**config.mk**
```make
export PLATFORM = sky130hd
export DESIGN_NAME = acq_top
export DESIGN_NICKNAME = d
export VERILOG_FILES = /design/src/acq_bus_pkg.sv /design/src/acq_data_pkg.sv /design/src/acq_prefetch_fifo.sv /design/src/acq_regs.sv /design/src/acq_sample_source.sv /design/src/acq_top.sv
export VERILOG_INCLUDE_DIRS = /design/src /design/src/src
export SDC_FILE = /design/constraint.sdc
export NUM_CORES = 1
export LEC_CHECK = 0
export ABC_CLOCK_PERIOD_IN_PS = 3800
export CAP_MARGIN = 40
export CORE_MARGIN = 4
export CORE_UTILIZATION = 60
export CTS_CLUSTER_DIAMETER = 100
export DETAILED_ROUTE_END_ITERATION = 7
export DONT_BUFFER_PORTS = 1
export PLACE_DENSITY = 0.87
export SYNTH_ARGS = -nofsm -noshare
export SYNTH_HDL_FRONTEND = slang
export SYNTH_HIERARCHICAL = 1
export SYNTH_SLANG_ARGS = --single-unit
```
**constraint.sdc**
```tcl
create_clock -name clk_i -period 3.8 [get_ports clk_i]
set_clock_uncertainty 0.05 [all_clocks]
set_input_delay 0.95 -clock clk_i [delete_from_list [all_inputs] [get_ports clk_i]]
set_output_delay 0.95 -clock clk_i [all_outputs]
set_load 0.005 [all_outputs]
```
**src/acq_params.svh**
```systemverilog
`ifndef ACQ_PARAMS_SVH
`define ACQ_PARAMS_SVH

// ------------------------------
// Bus and sample widths
// ------------------------------
// APB data bus, one byte per transfer
`define ACQ_DATA_W      8
`define ACQ_ADDR_W      3
// Antenna sample, three bytes
`define ACQ_SAMPLE_W    24

// Prefetch FIFO entries
`define ACQ_FIFO_DEPTH  4

// ------------------------------
// Register map
// ------------------------------
`define ACQ_REG_STREAM  3'd0
`define ACQ_REG_DATA1   3'd1
`define ACQ_REG_DATA2   3'd2
`define ACQ_REG_DATA3   3'd3
`define ACQ_REG_DEBUG   3'd6
`define ACQ_REG_STATUS  3'd7

`endif

```
**src/acq_bus_pkg.sv**
```systemverilog
`include "acq_params.svh"

package acq_bus_pkg;

   // ------------------------------
   // APB bundles
   // ------------------------------
   // Host to slave, setup then access phase
   typedef struct packed {
      logic                   psel;
      logic                   penable;
      logic                   pwrite;
      logic [`ACQ_ADDR_W-1:0] paddr;
      logic [`ACQ_DATA_W-1:0] pwdata;
   } apb_req_t;

   // Slave to host
   typedef struct packed {
      logic                   pready;
      logic [`ACQ_DATA_W-1:0] prdata;
      logic                   pslverr;
   } apb_rsp_t;

   // Register addresses, 4 and 5 left unmapped
   typedef enum logic [`ACQ_ADDR_W-1:0] {
      REG_STREAM = `ACQ_REG_STREAM,
      REG_DATA1  = `ACQ_REG_DATA1,
      REG_DATA2  = `ACQ_REG_DATA2,
      REG_DATA3  = `ACQ_REG_DATA3,
      REG_DEBUG  = `ACQ_REG_DEBUG,
      REG_STATUS = `ACQ_REG_STATUS
   } acq_reg_e;

endpackage

```
**src/acq_data_pkg.sv**
```systemverilog
`include "acq_params.svh"

package acq_data_pkg;

   // Acquisition control, from the register block
   typedef struct packed {
      logic       enabled;
      logic       debug;
      logic [2:0] delay;
   } acq_ctrl_t;

   // One antenna sample word
   typedef logic [`ACQ_SAMPLE_W-1:0] acq_sample_t;

   // Sample source FSM
   typedef enum logic [1:0] {
      SRC_IDLE = 2'd0,
      SRC_WAIT = 2'd1,
      SRC_PUSH = 2'd2
   } src_state_e;

endpackage

```
**src/acq_prefetch_fifo.sv**
```systemverilog
`timescale 1ns/10ps
`include "acq_params.svh"

module acq_prefetch_fifo
   import acq_data_pkg::*;
(
   input  logic        clk_i,
   input  logic        rst_i,
   input  logic        wr_valid_i,
   input  acq_sample_t wr_data_i,
   output logic        wr_ready_o,
   output logic        rd_valid_o,
   output acq_sample_t rd_data_o,
   input  logic        rd_ready_i,
   output logic        full_o
);

   localparam int DEPTH = `ACQ_FIFO_DEPTH;
   localparam int PTR_W = $clog2(DEPTH);
   localparam int CNT_W = $clog2(DEPTH + 1);

   acq_sample_t      mem_q [DEPTH];
   logic [PTR_W-1:0] wr_ptr_q;
   logic [PTR_W-1:0] rd_ptr_q;
   logic [CNT_W-1:0] count_q;
   logic             push;
   logic             pop;

   // Handshakes on both sides
   assign full_o     = (count_q == CNT_W'(DEPTH));
   assign wr_ready_o = !full_o;
   assign rd_valid_o = (count_q != '0);
   assign push       = wr_valid_i && wr_ready_o;
   assign pop        = rd_valid_o && rd_ready_i;

   // Head entry shown without popping
   assign rd_data_o  = mem_q[rd_ptr_q];

   // Storage
   always_ff @(posedge clk_i) begin
      if (push)
         mem_q[wr_ptr_q] <= wr_data_i;
   end

   // ------------------------------
   // Pointers and occupancy
   // ------------------------------
   always_ff @(posedge clk_i) begin
      if (rst_i) begin
         wr_ptr_q <= '0;
         rd_ptr_q <= '0;
         count_q  <= '0;
      end else begin
         if (push)
            wr_ptr_q <= (wr_ptr_q == PTR_W'(DEPTH - 1)) ? '0 : wr_ptr_q + 1'b1;
         if (pop)
            rd_ptr_q <= (rd_ptr_q == PTR_W'(DEPTH - 1)) ? '0 : rd_ptr_q + 1'b1;
         // Simultaneous push and pop leaves count unchanged
         if (push && !pop)
            count_q <= count_q + 1'b1;
         else if (pop && !push)
            count_q <= count_q - 1'b1;
      end
   end

endmodule

```
**src/acq_regs.sv**
```systemverilog
`timescale 1ns/10ps
`include "acq_params.svh"

module acq_regs
   import acq_bus_pkg::*, acq_data_pkg::*;
(
   input  logic        clk_i,
   input  logic        rst_i,
   input  apb_req_t    apb_req_i,
   output apb_rsp_t    apb_rsp_o,
   output acq_ctrl_t   ctrl_o,
   input  logic        rd_valid_i,
   input  acq_sample_t rd_data_i,
   output logic        rd_ready_o,
   input  logic        full_i
);

   localparam int DW = `ACQ_DATA_W;

   acq_ctrl_t   ctrl_q;
   acq_reg_e    addr;
   logic        access;
   logic        wr_en;
   logic        rd_en;
   logic        bad_addr;
   logic        stream_rd;
   logic [1:0]  idx_q;
   acq_sample_t head;
   logic [DW-1:0] byte_hi;
   logic [DW-1:0] byte_mid;
   logic [DW-1:0] byte_lo;
   logic [DW-1:0] stream_byte;
   logic [DW-1:0] debug_val;
   logic [DW-1:0] status_val;
   logic [DW-1:0] rdata;

   // ------------------------------
   // APB access decode
   // ------------------------------
   assign addr   = acq_reg_e'(apb_req_i.paddr);
   // Access phase, no wait states
   assign access = apb_req_i.psel && apb_req_i.penable;
   assign wr_en  = access && apb_req_i.pwrite;
   assign rd_en  = access && !apb_req_i.pwrite;

   // Unmapped addresses 4 and 5
   always_comb begin
      case (addr)
         REG_STREAM, REG_DATA1, REG_DATA2, REG_DATA3,
         REG_DEBUG, REG_STATUS: bad_addr = 1'b0;
         default:               bad_addr = 1'b1;
      endcase
   end

   // ------------------------------
   // Antenna data bytes
   // ------------------------------
   // Zero when nothing buffered
   assign head     = rd_valid_i ? rd_data_i : '0;
   assign byte_hi  = head[2*DW +: DW];
   assign byte_mid = head[DW +: DW];
   assign byte_lo  = head[0 +: DW];

   // MSB first across the stream index
   always_comb begin
      case (idx_q)
         2'd0:    stream_byte = byte_hi;
         2'd1:    stream_byte = byte_mid;
         default: stream_byte = byte_lo;
      endcase
   end

   // Stream read only counts with data present
   assign stream_rd  = rd_en && (addr == REG_STREAM) && rd_valid_i;
   // Third byte pops the head at the end of the access
   assign rd_ready_o = stream_rd && (idx_q == 2'd2);

   always_ff @(posedge clk_i) begin
      if (rst_i)
         idx_q <= '0;
      else if (stream_rd)
         idx_q <= (idx_q == 2'd2) ? 2'd0 : idx_q + 2'd1;
   end

   // ------------------------------
   // Control registers
   // ------------------------------
   always_ff @(posedge clk_i) begin
      if (rst_i) begin
         ctrl_q <= '0;
      end else if (wr_en) begin
         case (addr)
            REG_DEBUG: begin
               ctrl_q.debug <= apb_req_i.pwdata[7];
               ctrl_q.delay <= apb_req_i.pwdata[2:0];
            end
            REG_STATUS: ctrl_q.enabled <= apb_req_i.pwdata[0];
            default: ;
         endcase
      end
   end

   assign ctrl_o = ctrl_q;

   // Debug bit on top, delay in the low bits
   assign debug_val  = {ctrl_q.debug, 4'b0, ctrl_q.delay};
   // Enabled, data available, FIFO full
   assign status_val = {5'b0, full_i, rd_valid_i, ctrl_q.enabled};

   // ------------------------------
   // Read mux and response
   // ------------------------------
   always_comb begin
      case (addr)
         REG_STREAM: rdata = stream_byte;
         REG_DATA1:  rdata = byte_hi;
         REG_DATA2:  rdata = byte_mid;
         REG_DATA3:  rdata = byte_lo;
         REG_DEBUG:  rdata = debug_val;
         REG_STATUS: rdata = status_val;
         default:    rdata = '0;
      endcase
   end

   always_comb begin
      apb_rsp_o.pready  = access;
      apb_rsp_o.prdata  = rd_en ? rdata : '0;
      apb_rsp_o.pslverr = access && bad_addr;
   end

endmodule

```
**src/acq_sample_source.sv**
```systemverilog
`timescale 1ns/10ps

module acq_sample_source
   import acq_data_pkg::*;
(
   input  logic        clk_i,
   input  logic        rst_i,
   input  acq_ctrl_t   ctrl_i,
   input  acq_sample_t ext_sample_i,
   output logic        wr_valid_o,
   output acq_sample_t wr_data_o,
   input  logic        wr_ready_i
);

   src_state_e  state_q;
   logic [2:0]  wait_cnt_q;
   acq_sample_t dbg_cnt_q;
   acq_sample_t sample_q;
   logic        wait_done;
   logic        push_done;

   // Delay elapsed, counts delay+1 cycles in SRC_WAIT
   assign wait_done  = (state_q == SRC_WAIT) && ctrl_i.enabled &&
                       (wait_cnt_q >= ctrl_i.delay);
   assign wr_valid_o = (state_q == SRC_PUSH);
   assign push_done  = wr_valid_o && wr_ready_i;

   // ------------------------------
   // Pacing FSM
   // ------------------------------
   always_ff @(posedge clk_i) begin
      if (rst_i) begin
         state_q    <= SRC_IDLE;
         wait_cnt_q <= '0;
      end else begin
         case (state_q)
            SRC_IDLE: begin
               if (ctrl_i.enabled) begin
                  state_q    <= SRC_WAIT;
                  wait_cnt_q <= '0;
               end
            end
            SRC_WAIT: begin
               if (!ctrl_i.enabled)
                  state_q <= SRC_IDLE;
               else if (wait_done)
                  state_q <= SRC_PUSH;
               else
                  wait_cnt_q <= wait_cnt_q + 3'd1;
            end
            SRC_PUSH: begin
               // Stall here while FIFO is full, finish push before idling
               if (wr_ready_i) begin
                  state_q    <= ctrl_i.enabled ? SRC_WAIT : SRC_IDLE;
                  wait_cnt_q <= '0;
               end
            end
            default: state_q <= SRC_IDLE;
         endcase
      end
   end

   // ------------------------------
   // Sample values
   // ------------------------------
   // Debug pattern, steps once per accepted push
   always_ff @(posedge clk_i) begin
      if (rst_i)
         dbg_cnt_q <= '0;
      else if (push_done && ctrl_i.debug)
         dbg_cnt_q <= dbg_cnt_q + 1'b1;
   end

   // Front-end sample latched on entry to SRC_PUSH
   always_ff @(posedge clk_i) begin
      if (wait_done)
         sample_q <= ext_sample_i;
   end

   assign wr_data_o = ctrl_i.debug ? dbg_cnt_q : sample_q;

endmodule

```
**src/acq_top.sv**
```systemverilog
`timescale 1ns/10ps

module acq_top
   import acq_bus_pkg::*, acq_data_pkg::*;
(
   input  logic        clk_i,
   input  logic        rst_i,
   input  apb_req_t    apb_req_i,
   output apb_rsp_t    apb_rsp_o,
   input  acq_sample_t ext_sample_i
);

   // Control from registers to source
   acq_ctrl_t   ctrl;
   // Source to FIFO
   logic        wr_valid;
   logic        wr_ready;
   acq_sample_t wr_data;
   // FIFO to register block
   logic        rd_valid;
   logic        rd_ready;
   acq_sample_t rd_data;
   logic        full;

   acq_sample_source u_source (
      .clk_i        (clk_i),
      .rst_i        (rst_i),
      .ctrl_i       (ctrl),
      .ext_sample_i (ext_sample_i),
      .wr_valid_o   (wr_valid),
      .wr_data_o    (wr_data),
      .wr_ready_i   (wr_ready)
   );

   acq_prefetch_fifo u_fifo (
      .clk_i      (clk_i),
      .rst_i      (rst_i),
      .wr_valid_i (wr_valid),
      .wr_data_i  (wr_data),
      .wr_ready_o (wr_ready),
      .rd_valid_o (rd_valid),
      .rd_data_o  (rd_data),
      .rd_ready_i (rd_ready),
      .full_o     (full)
   );

   acq_regs u_regs (
      .clk_i      (clk_i),
      .rst_i      (rst_i),
      .apb_req_i  (apb_req_i),
      .apb_rsp_o  (apb_rsp_o),
      .ctrl_o     (ctrl),
      .rd_valid_i (rd_valid),
      .rd_data_i  (rd_data),
      .rd_ready_o (rd_ready),
      .full_i     (full)
   );

endmodule

```
After elaboration in Yosys (flattened, before gate mapping):

Memories as Yosys holds them, arrays and structs flattened. A register that Yosys moved wholly into a read port is not among the register bits.
Index checks and enable logic that the tools add are counted.

* mux-type cells: 26
* equal/unequal tests: 17
* magnitude comparators: 1
* reductions and logical operators: 29
* $add $sub $neg: 7

Operator list (count)
* 2-to-1 mux 24 bit: 2
* one-hot mux 8 bit (6 select lines): 1
* adder 24 x 1 -> 24 bit, second input constant: 1
* 2-to-1 mux 2 bit: 9
* 2-to-1 mux 3 bit: 6
* one-hot mux 8 bit (2 select lines): 1
* logical AND 1 bit: 14
* equality test 3 bit, second input constant: 3
* one-hot mux 3 bit (3 select lines): 1
* equality test 2 bit, second input constant: 4
* 2-to-1 mux 8 bit: 1
* adder 2 x 1 -> 2 bit, second input constant: 3
* adder 3 x 1 -> 3 bit, second input constant: 2
* equality test 3 x 2 -> 1 bit, second input constant: 2
* one-hot mux 2 bit (3 select lines): 1
* nonzero test 3 bit: 2
* OR reduction 6 bit: 1
* AND reduction 5 bit: 1
* equality test 2 x 1 -> 1 bit, second input constant: 2
* zero test 1 bit: 4
* zero test 2 bit: 2
* 2-to-1 mux 1 bit: 4
* != test 2 x 1 -> 1 bit, second input constant: 2
* != test 2 bit, second input constant: 2
* other kinds (8): 9

* bits in writable memories: 96
* memories kept: 1
* logic and storage cells: 92
* register bits: 67
* output and inout port bits: 10

Memories
* u_fifo.mem_q: depth 4, width 24, read ports 1, clocked after memory_dff 1, write ports 1, RTL line acq_prefetch_fifo.sv:22 `acq_sample_t mem_q [DEPTH];`

Logic depth before layout (Yosys ltp):

Gate-level depths: netlist (run 1).

* depth in word-level cells: 9
* depth in mapped cells: 11

Modules after synthesis:

The synthesis (run 1) kept the hierarchy.

By module, submodules not included
* acq_prefetch_fifo: area an instance 3946.3 um^2, instances 1, cells an instance 175
* acq_sample_source: area an instance 2503.7 um^2, instances 1, cells an instance 228
* acq_regs: area an instance 879.6 um^2, instances 1, cells an instance 119

Least setup slack after synthesis (run 1):

No wires, ideal clock.

* path type: input -> register
* from: input apb_req_i[8] (netlist name)
* to: register u_fifo.count_q[2]
* data required time: 3.680 ns
* path buffers: 1
* arrival: 3.119 ns
* slack: 0.561 ns
* cell stages on the path: 11
* cell sequence: buf_6 -> nor4b_4 -> nor3b_4 -> nor3b_1 -> o31ai_1 -> ha_1 -> inv_1 -> fa_1 -> xor2_1 -> or3_2 -> a21oi_1

* cells in the longest elaborated chain, start to end: 8
* elaborated cells between the ends (all ways): 10

Ends and longest elaborated chain
* start, declared: RTL line acq_top.sv:8 `input apb_req_t apb_req_i,`
* zero test 3 bit *: RTL line acq_regs.sv:74 `assign stream_rd = rd_en && (addr == REG_STREAM) && rd_valid_i;`
* logical AND 1 bit * (2 in series): RTL line acq_regs.sv:74
* logical AND 1 bit *: RTL line acq_regs.sv:76 `assign rd_ready_o = stream_rd && (idx_q == 2'd2);`
* via rd_ready: RTL line acq_top.sv:21 `logic rd_ready;`
* logical AND 1 bit *: RTL line acq_prefetch_fifo.sv:34 `assign pop = rd_valid_o && rd_ready_i;`
* zero test 1 bit: RTL line acq_prefetch_fifo.sv:59 `if (push && !pop)`
* logical AND 1 bit: RTL line acq_prefetch_fifo.sv:59
* 2-to-1 mux 3 bit / nonzero test 2 bit (equally long branches)
* end signal, assigned: RTL line acq_prefetch_fifo.sv:60 `count_q <= count_q + 1'b1;`
* end signal, assigned: RTL line acq_prefetch_fifo.sv:62 `count_q <= count_q - 1'b1;`
* end, declared: RTL line acq_prefetch_fifo.sv:25 `logic [CNT_W-1:0] count_q;`

The timed path passes the listed nets; every way through them passes the cells marked *.
A chain may end at the register's enable or synchronous reset.

==> impl_metrics.json, run 1 <==
{
  "initial_core_util": 0.613,
  "hp-class": "reg -> reg",
  "yosys_warnings": 6,
  "p_leak_nw": 2.54,
  "areaGrowthSynthToFinish_pct": 8.95,
  "post-dp-hpwl_mm": 10.0,
  "power.density_nw_per_um2": 446,
  "synthSimpleGateAreaFrac": 0.111,
  "synthMuxAreaShare": 0.137,
  "coreArea_um2": 12000,
  "setup_violations": 0,
  "max_slew_margin": 0.488,
  "synth.avg_cell_area_um2": 14.0,
  "critical_path.max_fanout": 24,
  "cp-start-kind": "register",
  "clk_latency_ns": 0.42,
  "synthXorXnorAreaFrac": 0.0131,
  "synthArstFlopShare": 0,
  "hold_buffers": 0,
  "routed_wl_mm": 14.9,
  "syn_area_um2": 7330,
  "drv_cap": 0,
  "multi_input_area_um2": 2620,
  "drive_above_1_share": 0.191,
  "drt-pass1-iter-count": 5,
  "yosys-top-cells-count": "edfxtp_1 (120), dfxtp_1 (45), nand2_1 (30)",
  "status": "completed",
  "ys_seq_area_frac": 0.615,
  "ys_seq_elements": 165,
  "p_sw_w": 0.000713,
  "n_antenna_cell": 0,
  "cts_tree": "yes",
  "antenna_left": 0,
  "vias": 4427,
  "nets": 569,
  "seqPwrFrac": 0.537,
  "ys.flop_type": "edfxtp_1",
  "clkTransAtPathRegs_ns": 0.06,
  "cts-root-buf": "clkbuf_16",
  "grt_pass1_wl_mm": 24.0,
  "combPwrFrac": 0.006,
  "synth_fa_ha_area_frac": 0.0215,
  "numCtsBuffers": 17,
  "post-route-cell-area_um2": 7990,
  "port_buffers": 0,
  "irDropWorstVdd_mv": 0.393,
  "seq_area_um2": 4500,
  "max_freq_ghz": 0.299,
  "worstPathRequired_ns": 2.80,
  "clockPowerShare": 0.457,
  "postCtsSetupBuffers": 0,
  "synth_top_cell_by_area": "edfxtp_1",
  "worstSetupEndpointType": "output port",
  "rsz0062_at_grt": "false",
  "dieArea_um2": 14000,
  "clock-sinks": 165,
  "overflow": 0,
  "synth_cells": 522,
  "swShare": 0.200,
  "antenna_found_initial": 0,
  "postCtsResizedCells": 0,
  "critPathKind": "reg -> out",
  "crit_arrival_ns": 2.35,
  "synth_top_family_by_area": "multiplexers",
  "yosysMostFrequentCell": "edfxtp_1",
  "synth_compound_area_frac": 0.0743,
  "place.gp.congestion": 0.855,
  "yosysUniqueCellTypes": 63,
  "fp.dieW_um": 119,
  "fin_tns_setup_ns": 0,
  "track_usage": 0.223,
  "synth_top_area_frac": 0.492,
  "drc": 0,
  "die_h_um": 119,
  "grt_max_degree": 42,
  "pin_count": 50,
  "p_int_w": 0.00285,
  "h-tree-depth": 4,
  "syn_nets": 574,
  "first_global_vias": 4496,
  "num_rows": 40,
  "fill_cells": 799,
  "slew_violations": 0,
  "avgViaCountPerCell": 6.54,
  "synth.top_cells.by_area": "edfxtp_1 (49%), dfxtp_1 (12%), mux4_2 (7.4%), mux2_2 (4.5%), mux2i_1 (1.9%)",
  "period_share": 0.880,
  "hold_slack_ns": 0.433,
  "final_util": 0.668,
  "drt-wirelength-per-cell_um": 22.0,
  "max-clock-path-buffers": 2,
  "place_area_um2": 7420,
  "hold_viol": 0,
  "drtIter0Drc": 512,
  "worst_slew_pin_slew_ns": 0.766,
  "period_needed_ns": 3.35,
  "synth_edf_count": 120
}
-- through the flow --
stage	worst slack, ns	cells	total power, W
final	0.455	677	0.00356
after global routing	0.340	677	0.00367
after CTS	0.423	677	0.00358
after detailed placement	0.650	645	0.00197
after global placement	0.691	644	0.00197
after floorplan	0.561	522	0.00198
-- placed cells by master (no fill, tap or decap), drive strengths merged, types with 11 or more instances in the layout --
master and n:
edfxtp 120, dfxtp 45, nand2 30, mux2 29
nor2 28, mux4 24, a21oi 23, clkbuf 19
inv 19, nand3 14, mux2i 14, o31ai 14
o21ai 13, ha 11, or4 11
-- flip-flops by register name, summed over array words and instances (netlist names), named ones only --
signal and flops:
u_fifo/count_q 3, u_fifo/mem_q 96, u_fifo/rd_ptr_q 2, u_fifo/wr_ptr_q 2, u_regs/ctrl_o 5, u_regs/idx_q 2
u_source/dbg_cnt_q 24, u_source/sample_q 24, u_source/state_q 2, u_source/wait_cnt_q 3
-- area by class of cell --
cell class	instances	area share
clock inverters	13	0.0154
repair buffers	5	0.00721
flip-flops and latches	165	0.564
well taps	147	0.0230
multi-input cells	313	0.328
clock buffers	19	0.0555
inverters	15	0.00705
-- kinds of logic after synthesis --
logic type               count (synthesis)
buffers and inverters                   44
adder cells (fa/ha/maj)                 12
AO/OA/AOI/OAI                           81
XOR/XNOR                                11
flip-flops                             165
multiplexers                            67
AND/OR/NAND/NOR                        142
-- power groups by stage --
stage | clock network, W | registers (W) | logic (W)
6_report | 0.00163 | 0.00191 | 0.0000212
3_5_place_dp | 0 | 0.00195 | 0.0000209
2_1_floorplan | 0 | 0.00195 | 0.0000295
5_1_grt | 0.00174 | 0.00191 | 0.0000231
4_1_cts | 0.00165 | 0.00191 | 0.0000211
3_3_place_gp | 0 | 0.00195 | 0.0000198
-- path summary, 6_finish.rpt --
path / startpoint / endpoint / cells after the start / slack [ns]
max: register / apb_rsp_o[4] / 6 / 0.45
min: u_source/dbg_cnt_q[13]$_SDFFE_PP0P_ / u_source/dbg_cnt_q[13]$_SDFFE_PP0P_ / 2 / 0.43
max reg2reg: u_fifo/count_q[1]$_SDFFE_PP0P_ / u_fifo/count_q[2]$_SDFFE_PP0P_ / 11 / 0.60
min reg2reg: u_source/dbg_cnt_q[13]$_SDFFE_PP0P_ / u_source/dbg_cnt_q[13]$_SDFFE_PP0P_ / 2 / 0.43
-- worst max-delay path, stage by stage (launching register included) --
cell and delay, ns:
dfxtp_1 0.36, buf_12 0.23, mux4_2 0.58, mux2_2 0.29, a22o_1 0.19, a22oi_1 0.16, nor2_1 0.09
-- layer usage --
metal / routed length, µm / GRT usage
met5: 0 / 0
met4: 420 / 0.0891
met3: 1120 / 0.0689
met2: 7280 / 0.345
met1: 6060 / 0.298
(Power assumes the default switching activity.)
==> inputs of run 2 (changes only) <==
--- a/config.mk
+++ b/config.mk
@@ -6,9 +6,8 @@
 export SDC_FILE = /design/constraint.sdc
 export NUM_CORES = 1
 export LEC_CHECK = 0
-export ABC_CLOCK_PERIOD_IN_PS = 3800
+export ABC_CLOCK_PERIOD_IN_PS = 3500
 export CAP_MARGIN = 40
-export CORE_MARGIN = 4
 export CORE_UTILIZATION = 60
 export CTS_CLUSTER_DIAMETER = 100
 export DETAILED_ROUTE_END_ITERATION = 7
==> constraint.sdc (replaced) <==
create_clock -name clk_i -period 3.5 [get_ports clk_i]
set_clock_uncertainty 0.05 [all_clocks]
set_input_delay 0.875 -clock clk_i [delete_from_list [all_inputs] [get_ports clk_i]]
set_output_delay 0.875 -clock clk_i [all_outputs]
set_load 0.005 [all_outputs]
==> impl_metrics.json, run 2 (same netlist as run 1, synthesis figures left out) <==
{
  "status": "completed",
  "rsz0062_at_grt": "false",
  "hold_viol": 0,
  "worstSetupEndpointType": "output port",
  "cts_tree": "yes",
  "setup_violations": 0,
  "routed_wl_mm": 14.9,
  "n_antenna_cell": 0,
  "clkTransAtPathRegs_ns": 0.06,
  "fin_tns_setup_ns": 0,
  "worst_slew_pin_slew_ns": 0.644,
  "post-dp-hpwl_mm": 9.91,
  "final_common_cell": "edfxtp_1",
  "track_usage": 0.252,
  "drv_cap": 0,
  "met1_usage": 0.325,
  "crit_arrival_ns": 2.34,
  "pin_count": 50,
  "irDropWorstVdd_mv": 0.353,
  "critPathKind": "reg -> out",
  "drtIter0Drc": 546,
  "seq_area_um2": 4500,
  "avgViaCountPerCell": 6.55,
  "fill_cells": 762,
  "drt-pass1-iter-count": 5,
  "antenna_left": 0,
  "drt-wirelength-per-cell_um": 22.0,
  "nets": 570,
  "max_freq_ghz": 0.306,
  "drive_above_1_share": 0.192,
  "biggestRegsByFlops": "u_fifo/mem_q x96, u_source/dbg_cnt_q x24, u_source/sample_q x24",
  "fp.dieW_um": 113,
  "numCtsBuffers": 17,
  "overflow": 0,
  "dieArea_um2": 12700,
  "grt_busiest_layer": "met2",
  "areaGrowthSynthToFinish_pct": 9.30,
  "power.density_nw_per_um2": 493,
  "place.gp.congestion": 0.847,
  "first_global_vias": 4295,
  "coreArea_um2": 12000,
  "antenna_found_initial": 0,
  "met3_usage": 0.0599,
  "slew_violations": 0,
  "period_share": 0.932,
  "postCtsSetupBuffers": 0,
  "num_rows": 40,
  "cts-root-buf": "clkbuf_16",
  "grtUsageMet2": 0.414,
  "clock-sinks": 165,
  "hold_buffers": 0,
  "postCtsResizedCells": 0,
  "max-clock-path-buffers": 2,
  "initial_core_util": 0.613,
  "cp-start-kind": "register",
  "port_buffers": 0,
  "h-tree-depth": 4,
  "grt_pass1_wl_mm": 23.4,
  "hp-class": "reg -> reg",
  "drc": 0,
  "vias": 4439,
  "mostFrequentLayoutCells": "edfxtp_1 (120), dfxtp_1 (45), nand2_1 (30), mux2_2 (29), nor2_1 (28)",
  "rr_startpoint": "u_fifo/count_q[1]$_SDFFE_PP0P_",
  "largest_reg_flops": 96,
  "worstPathRequired_ns": 2.57,
  "multi_input_area_um2": 2620,
  "regMostFlops": "u_fifo/mem_q",
  "p_leak_nw": 2.57,
  "hold_slack_ns": 0.429,
  "clk_latency_ns": 0.43,
  "hp-start": "u_source/dbg_cnt_q[13]$_SDFFE_PP0P_",
  "grt_max_degree": 42,
  "critical_path.max_fanout": 24,
  "period_needed_ns": 3.26,
  "max_slew_margin": 0.570,
  "die_h_um": 113,
  "p_total_w": 0.00395
}
-- run 2: cell count changes in the layout (fill, tap and decap cells not counted) --
| cell | before | now |
|---|---|---|
| bufinv_16 | 1 | 2 |
| buf_8 | 1 | 0 |
| clkinv_4 | 0 | 2 |
| clkbuf_8 | 1 | 0 |
| clkinv_2 | 2 | 1 |
| buf_4 | 3 | 5 |
| clkinvlp_4 | 6 | 1 |
| inv_6 | 3 | 7 |
-- run 2: worst paths after layout --
kind	endpoint	slack [ns]	depth (start not counted)
setup / recovery	apb_rsp_o[5]	0.24	6
setup reg to reg	u_fifo/count_q[2]$_SDFFE_PP0P_	0.32	11
hold reg to reg	u_source/dbg_cnt_q[13]$_SDFFE_PP0P_	0.43	2
hold / removal	u_source/dbg_cnt_q[13]$_SDFFE_PP0P_	0.43	2
-- run 2: layout make-up --
cell class                      count  share of cell area
Sequential cell                   165               0.562
Tap cell                          147              0.0230
Clock buffer                       18              0.0536
Multi-Input combinational cell    313               0.327
Inverter                           15             0.00703
Clock inverter                     14              0.0203
Timing Repair Buffer                6             0.00718
-- run 2: layer usage --
| layer | share of wire | wire [µm] | vias up |
|---|---|---|---|
| met4 | 0.025 | 377 | 0 |
| li1 | - | - | 2021 |
| met5 | 0 | 0 | - |
| met3 | 0.061 | 914 | 35 |
| met1 | 0.41 | 6100 | 2179 |
| met2 | 0.50 | 7520 | 204 |
-- run 2: critical path, stage by stage, from the launching register on --
cell and delay, ns:
dfxtp_1 0.37, buf_12 0.23, mux4_2 0.57, mux2_2 0.28, a22o_1 0.19, a22oi_1 0.16, nor2_1 0.10
-- run 2: report_power, final --
part,total (W),internal [W],leakage (nW),switching (W)
clock,0.00185,0.00107,0.289,0.000781
sequential,0.00208,0.00207,1.44,0.000000957
combinational,0.0000232,0.0000109,0.839,0.0000122
total,0.00395,0.00316,2.57,0.000794
-- run 2: per-stage QoR --
stage	instances	util	area, µm²	setup WS (ns)
after detailed placement	646	0.620	7420	0.312
after global placement	646	0.620	7420	0.446
after global routing	678	0.670	8010	0.119
after CTS	678	0.670	8010	0.214
final	678	0.670	8010	0.237
after floorplan	522	-	7330	0.336
==> inputs of run 3 (changes only) <==
--- a/config.mk
+++ b/config.mk
@@ -7,12 +7,13 @@
 export NUM_CORES = 1
 export LEC_CHECK = 0
 export ABC_CLOCK_PERIOD_IN_PS = 3500
+export BUFFER_PORTS_ARGS = -buffer_cell sky130_fd_sc_hd__buf_2
 export CAP_MARGIN = 40
 export CORE_UTILIZATION = 60
 export CTS_CLUSTER_DIAMETER = 100
 export DETAILED_ROUTE_END_ITERATION = 7
-export DONT_BUFFER_PORTS = 1
-export PLACE_DENSITY = 0.87
+export PLACE_DENSITY = 0.9
+export REMOVE_ABC_BUFFERS = 1
 export SYNTH_ARGS = -nofsm -noshare
 export SYNTH_HDL_FRONTEND = slang
 export SYNTH_HIERARCHICAL = 1
==> impl_metrics.json, run 3 (same netlist as run 1, synthesis figures left out) <==
{
  "seq_area_um2": 4510,
  "areaGrowthSynthToFinish_pct": 12.9,
  "final_common_cell": "edfxtp_1",
  "r2r_slack_ns": 0.29,
  "drv_cap": 0,
  "pin_count": 50,
  "hp-class": "reg -> reg",
  "p_leak_nw": 2.78,
  "drc": 0,
  "coreArea_um2": 12000,
  "critical_path.max_fanout": 12,
  "postCtsResizedCells": 0,
  "worstSetupEndpointType": "output port",
  "avgViaCountPerCell": 6.62,
  "cts_tree": "yes",
  "initial_core_util": 0.613,
  "reg2regPathDepth": 11,
  "status": "completed",
  "clock-sinks": 165,
  "place.gp.congestion": 0.940,
  "n_antenna_cell": 0,
  "hold_buffers": 0,
  "holdPathEnd": "u_source/dbg_cnt_q[23]$_SDFFE_PP0P_",
  "port_buffers": 45,
  "crit_arrival_ns": 2.41,
  "met1_usage": 0.350,
  "place_area_um2": 7680,
  "multi_input_area_um2": 2620,
  "holdPathStages": 2,
  "fill_cells": 741,
  "finalWorstSetupSlack_ns": 0.166,
  "post-dp-hpwl_mm": 10.2,
  "num_rows": 40,
  "grtUsageMet2": 0.471,
  "period_share": 0.952,
  "drive_above_1_share": 0.259,
  "hold_slack_ns": 0.434,
  "hold_viol": 0,
  "post-route-cell-area_um2": 8280,
  "overflow": 0,
  "nets": 621,
  "drtIter0Drc": 492,
  "largest_reg_flops": 96,
  "slew_violations": 0,
  "setup_violations": 0,
  "grt_pass1_wl_mm": 25.9,
  "dieArea_um2": 12700,
  "routed_wl_mm": 16.8,
  "power.density_nw_per_um2": 474,
  "numCtsBuffers": 17,
  "antenna_left": 0,
  "critPathKind": "reg -> out",
  "cp-start-kind": "register",
  "die_h_um": 113,
  "pre_cts_ws_ns": 0.221,
  "regMostFlops": "u_fifo/mem_q",
  "cts-root-buf": "clkbuf_16",
  "track_usage": 0.279,
  "rr_startpoint": "u_fifo/count_q[1]$_SDFFE_PP0P_",
  "clkTransAtPathRegs_ns": 0.07,
  "reg2reg_to": "u_fifo/count_q[2]$_SDFFE_PP0P_",
  "worstPathRequired_ns": 2.57,
  "mostFrequentLayoutCells": "edfxtp_1 (120), buf_2 (45), dfxtp_1 (44), nand2_1 (30), mux2_2 (29)",
  "vias": 4826,
  "hp-start": "u_source/dbg_cnt_q[23]$_SDFFE_PP0P_",
  "max_slew_margin": 0.434,
  "antenna_found_initial": 0,
  "drt-pass1-iter-count": 5,
  "irDropWorstVdd_mv": 0.249,
  "period_needed_ns": 3.33,
  "biggestRegsByFlops": "u_fifo/mem_q x96, u_source/dbg_cnt_q x24, u_source/sample_q x24",
  "clk_latency_ns": 0.42,
  "worst_slew_pin_slew_ns": 0.848,
  "max-clock-path-buffers": 2,
  "fin_tns_setup_ns": 0,
  "grt_busiest_layer": "met2",
  "rsz0062_at_grt": "false",
  "fp.dieW_um": 113,
  "postCtsSetupBuffers": 0,
  "drt-wirelength-per-cell_um": 23.0,
  "first_global_vias": 4763,
  "met3_usage": 0.0486,
  "h-tree-depth": 4,
  "max_freq_ghz": 0.300,
  "grt_max_degree": 42
}
[run 3: changes by cell type in the layout (fill, tap and decap cells not counted)]
cell        change
clkbuf_16       +1
dfxtp_1         -1
inv_8           -1
clkinv_1        +1
buf_4           +5
buf_2          +45
clkinv_2        +1
clkinv_4        +1
clkbuf_1        +2
clkinvlp_4      +2
inv_6           -6
dfxtp_2         +1
[run 3: metal layers]
layer | part of all wire | up-vias
met2 | 0.51 | 284
li1 | - | 2119
met5 | 0 | -
met1 | 0.38 | 2392
met3 | 0.083 | 31
met4 | 0.028 | 0
[run 3: how the worst max path moves through the flow]
stage / from / depth (start not counted) / to / slack (ns)
after CTS: register / 7 / apb_rsp_o[1] / 0.10
after global placement: apb_req_i[9] / 11 / u_fifo/count_q[2]$_SDFFE_PP0P_ / 0.29
after detailed placement: apb_req_i[9] / 11 / u_fifo/count_q[2]$_SDFFE_PP0P_ / 0.22
after global routing: register / 7 / apb_rsp_o[1] / 0.04
after floorplan: register / 5 / apb_rsp_o[6] / 0.12
final: register / 7 / apb_rsp_o[1] / 0.17
[run 3: critical path: stages, from the launching register on]
cell and delay (ns):
dfxtp_2 0.40, buf_12 0.18, mux4_2 0.56, nor2b_1 0.16
a211oi_1 0.27, a2bb2oi_1 0.20, a21oi_1 0.10, buf_2 0.13
[run 3: layout make-up]
class	instances	area share
Clock inverter	12	0.0159
Multi-Input combinational cell	313	0.316
Tap cell	147	0.0222
Sequential cell	165	0.544
Clock buffer	20	0.0528
Inverter	15	0.00680
Timing Repair Buffer	57	0.0417
[run 3: where the power goes]
group / internal (W) / switching (W)
logic: 0.0000273 / 0.0000375
clock network: 0.00105 / 0.000730
registers: 0.00207 / 0.000000967
[run 3: per-stage QoR]
stage | util | cells | power [W]
after floorplan | - | 493 | 0.00214
after global placement | 0.642 | 696 | 0.00218
after detailed placement | 0.642 | 696 | 0.00218
after CTS | 0.690 | 728 | 0.00393
after global routing | 0.692 | 729 | 0.00403
final | 0.692 | 729 | 0.00392
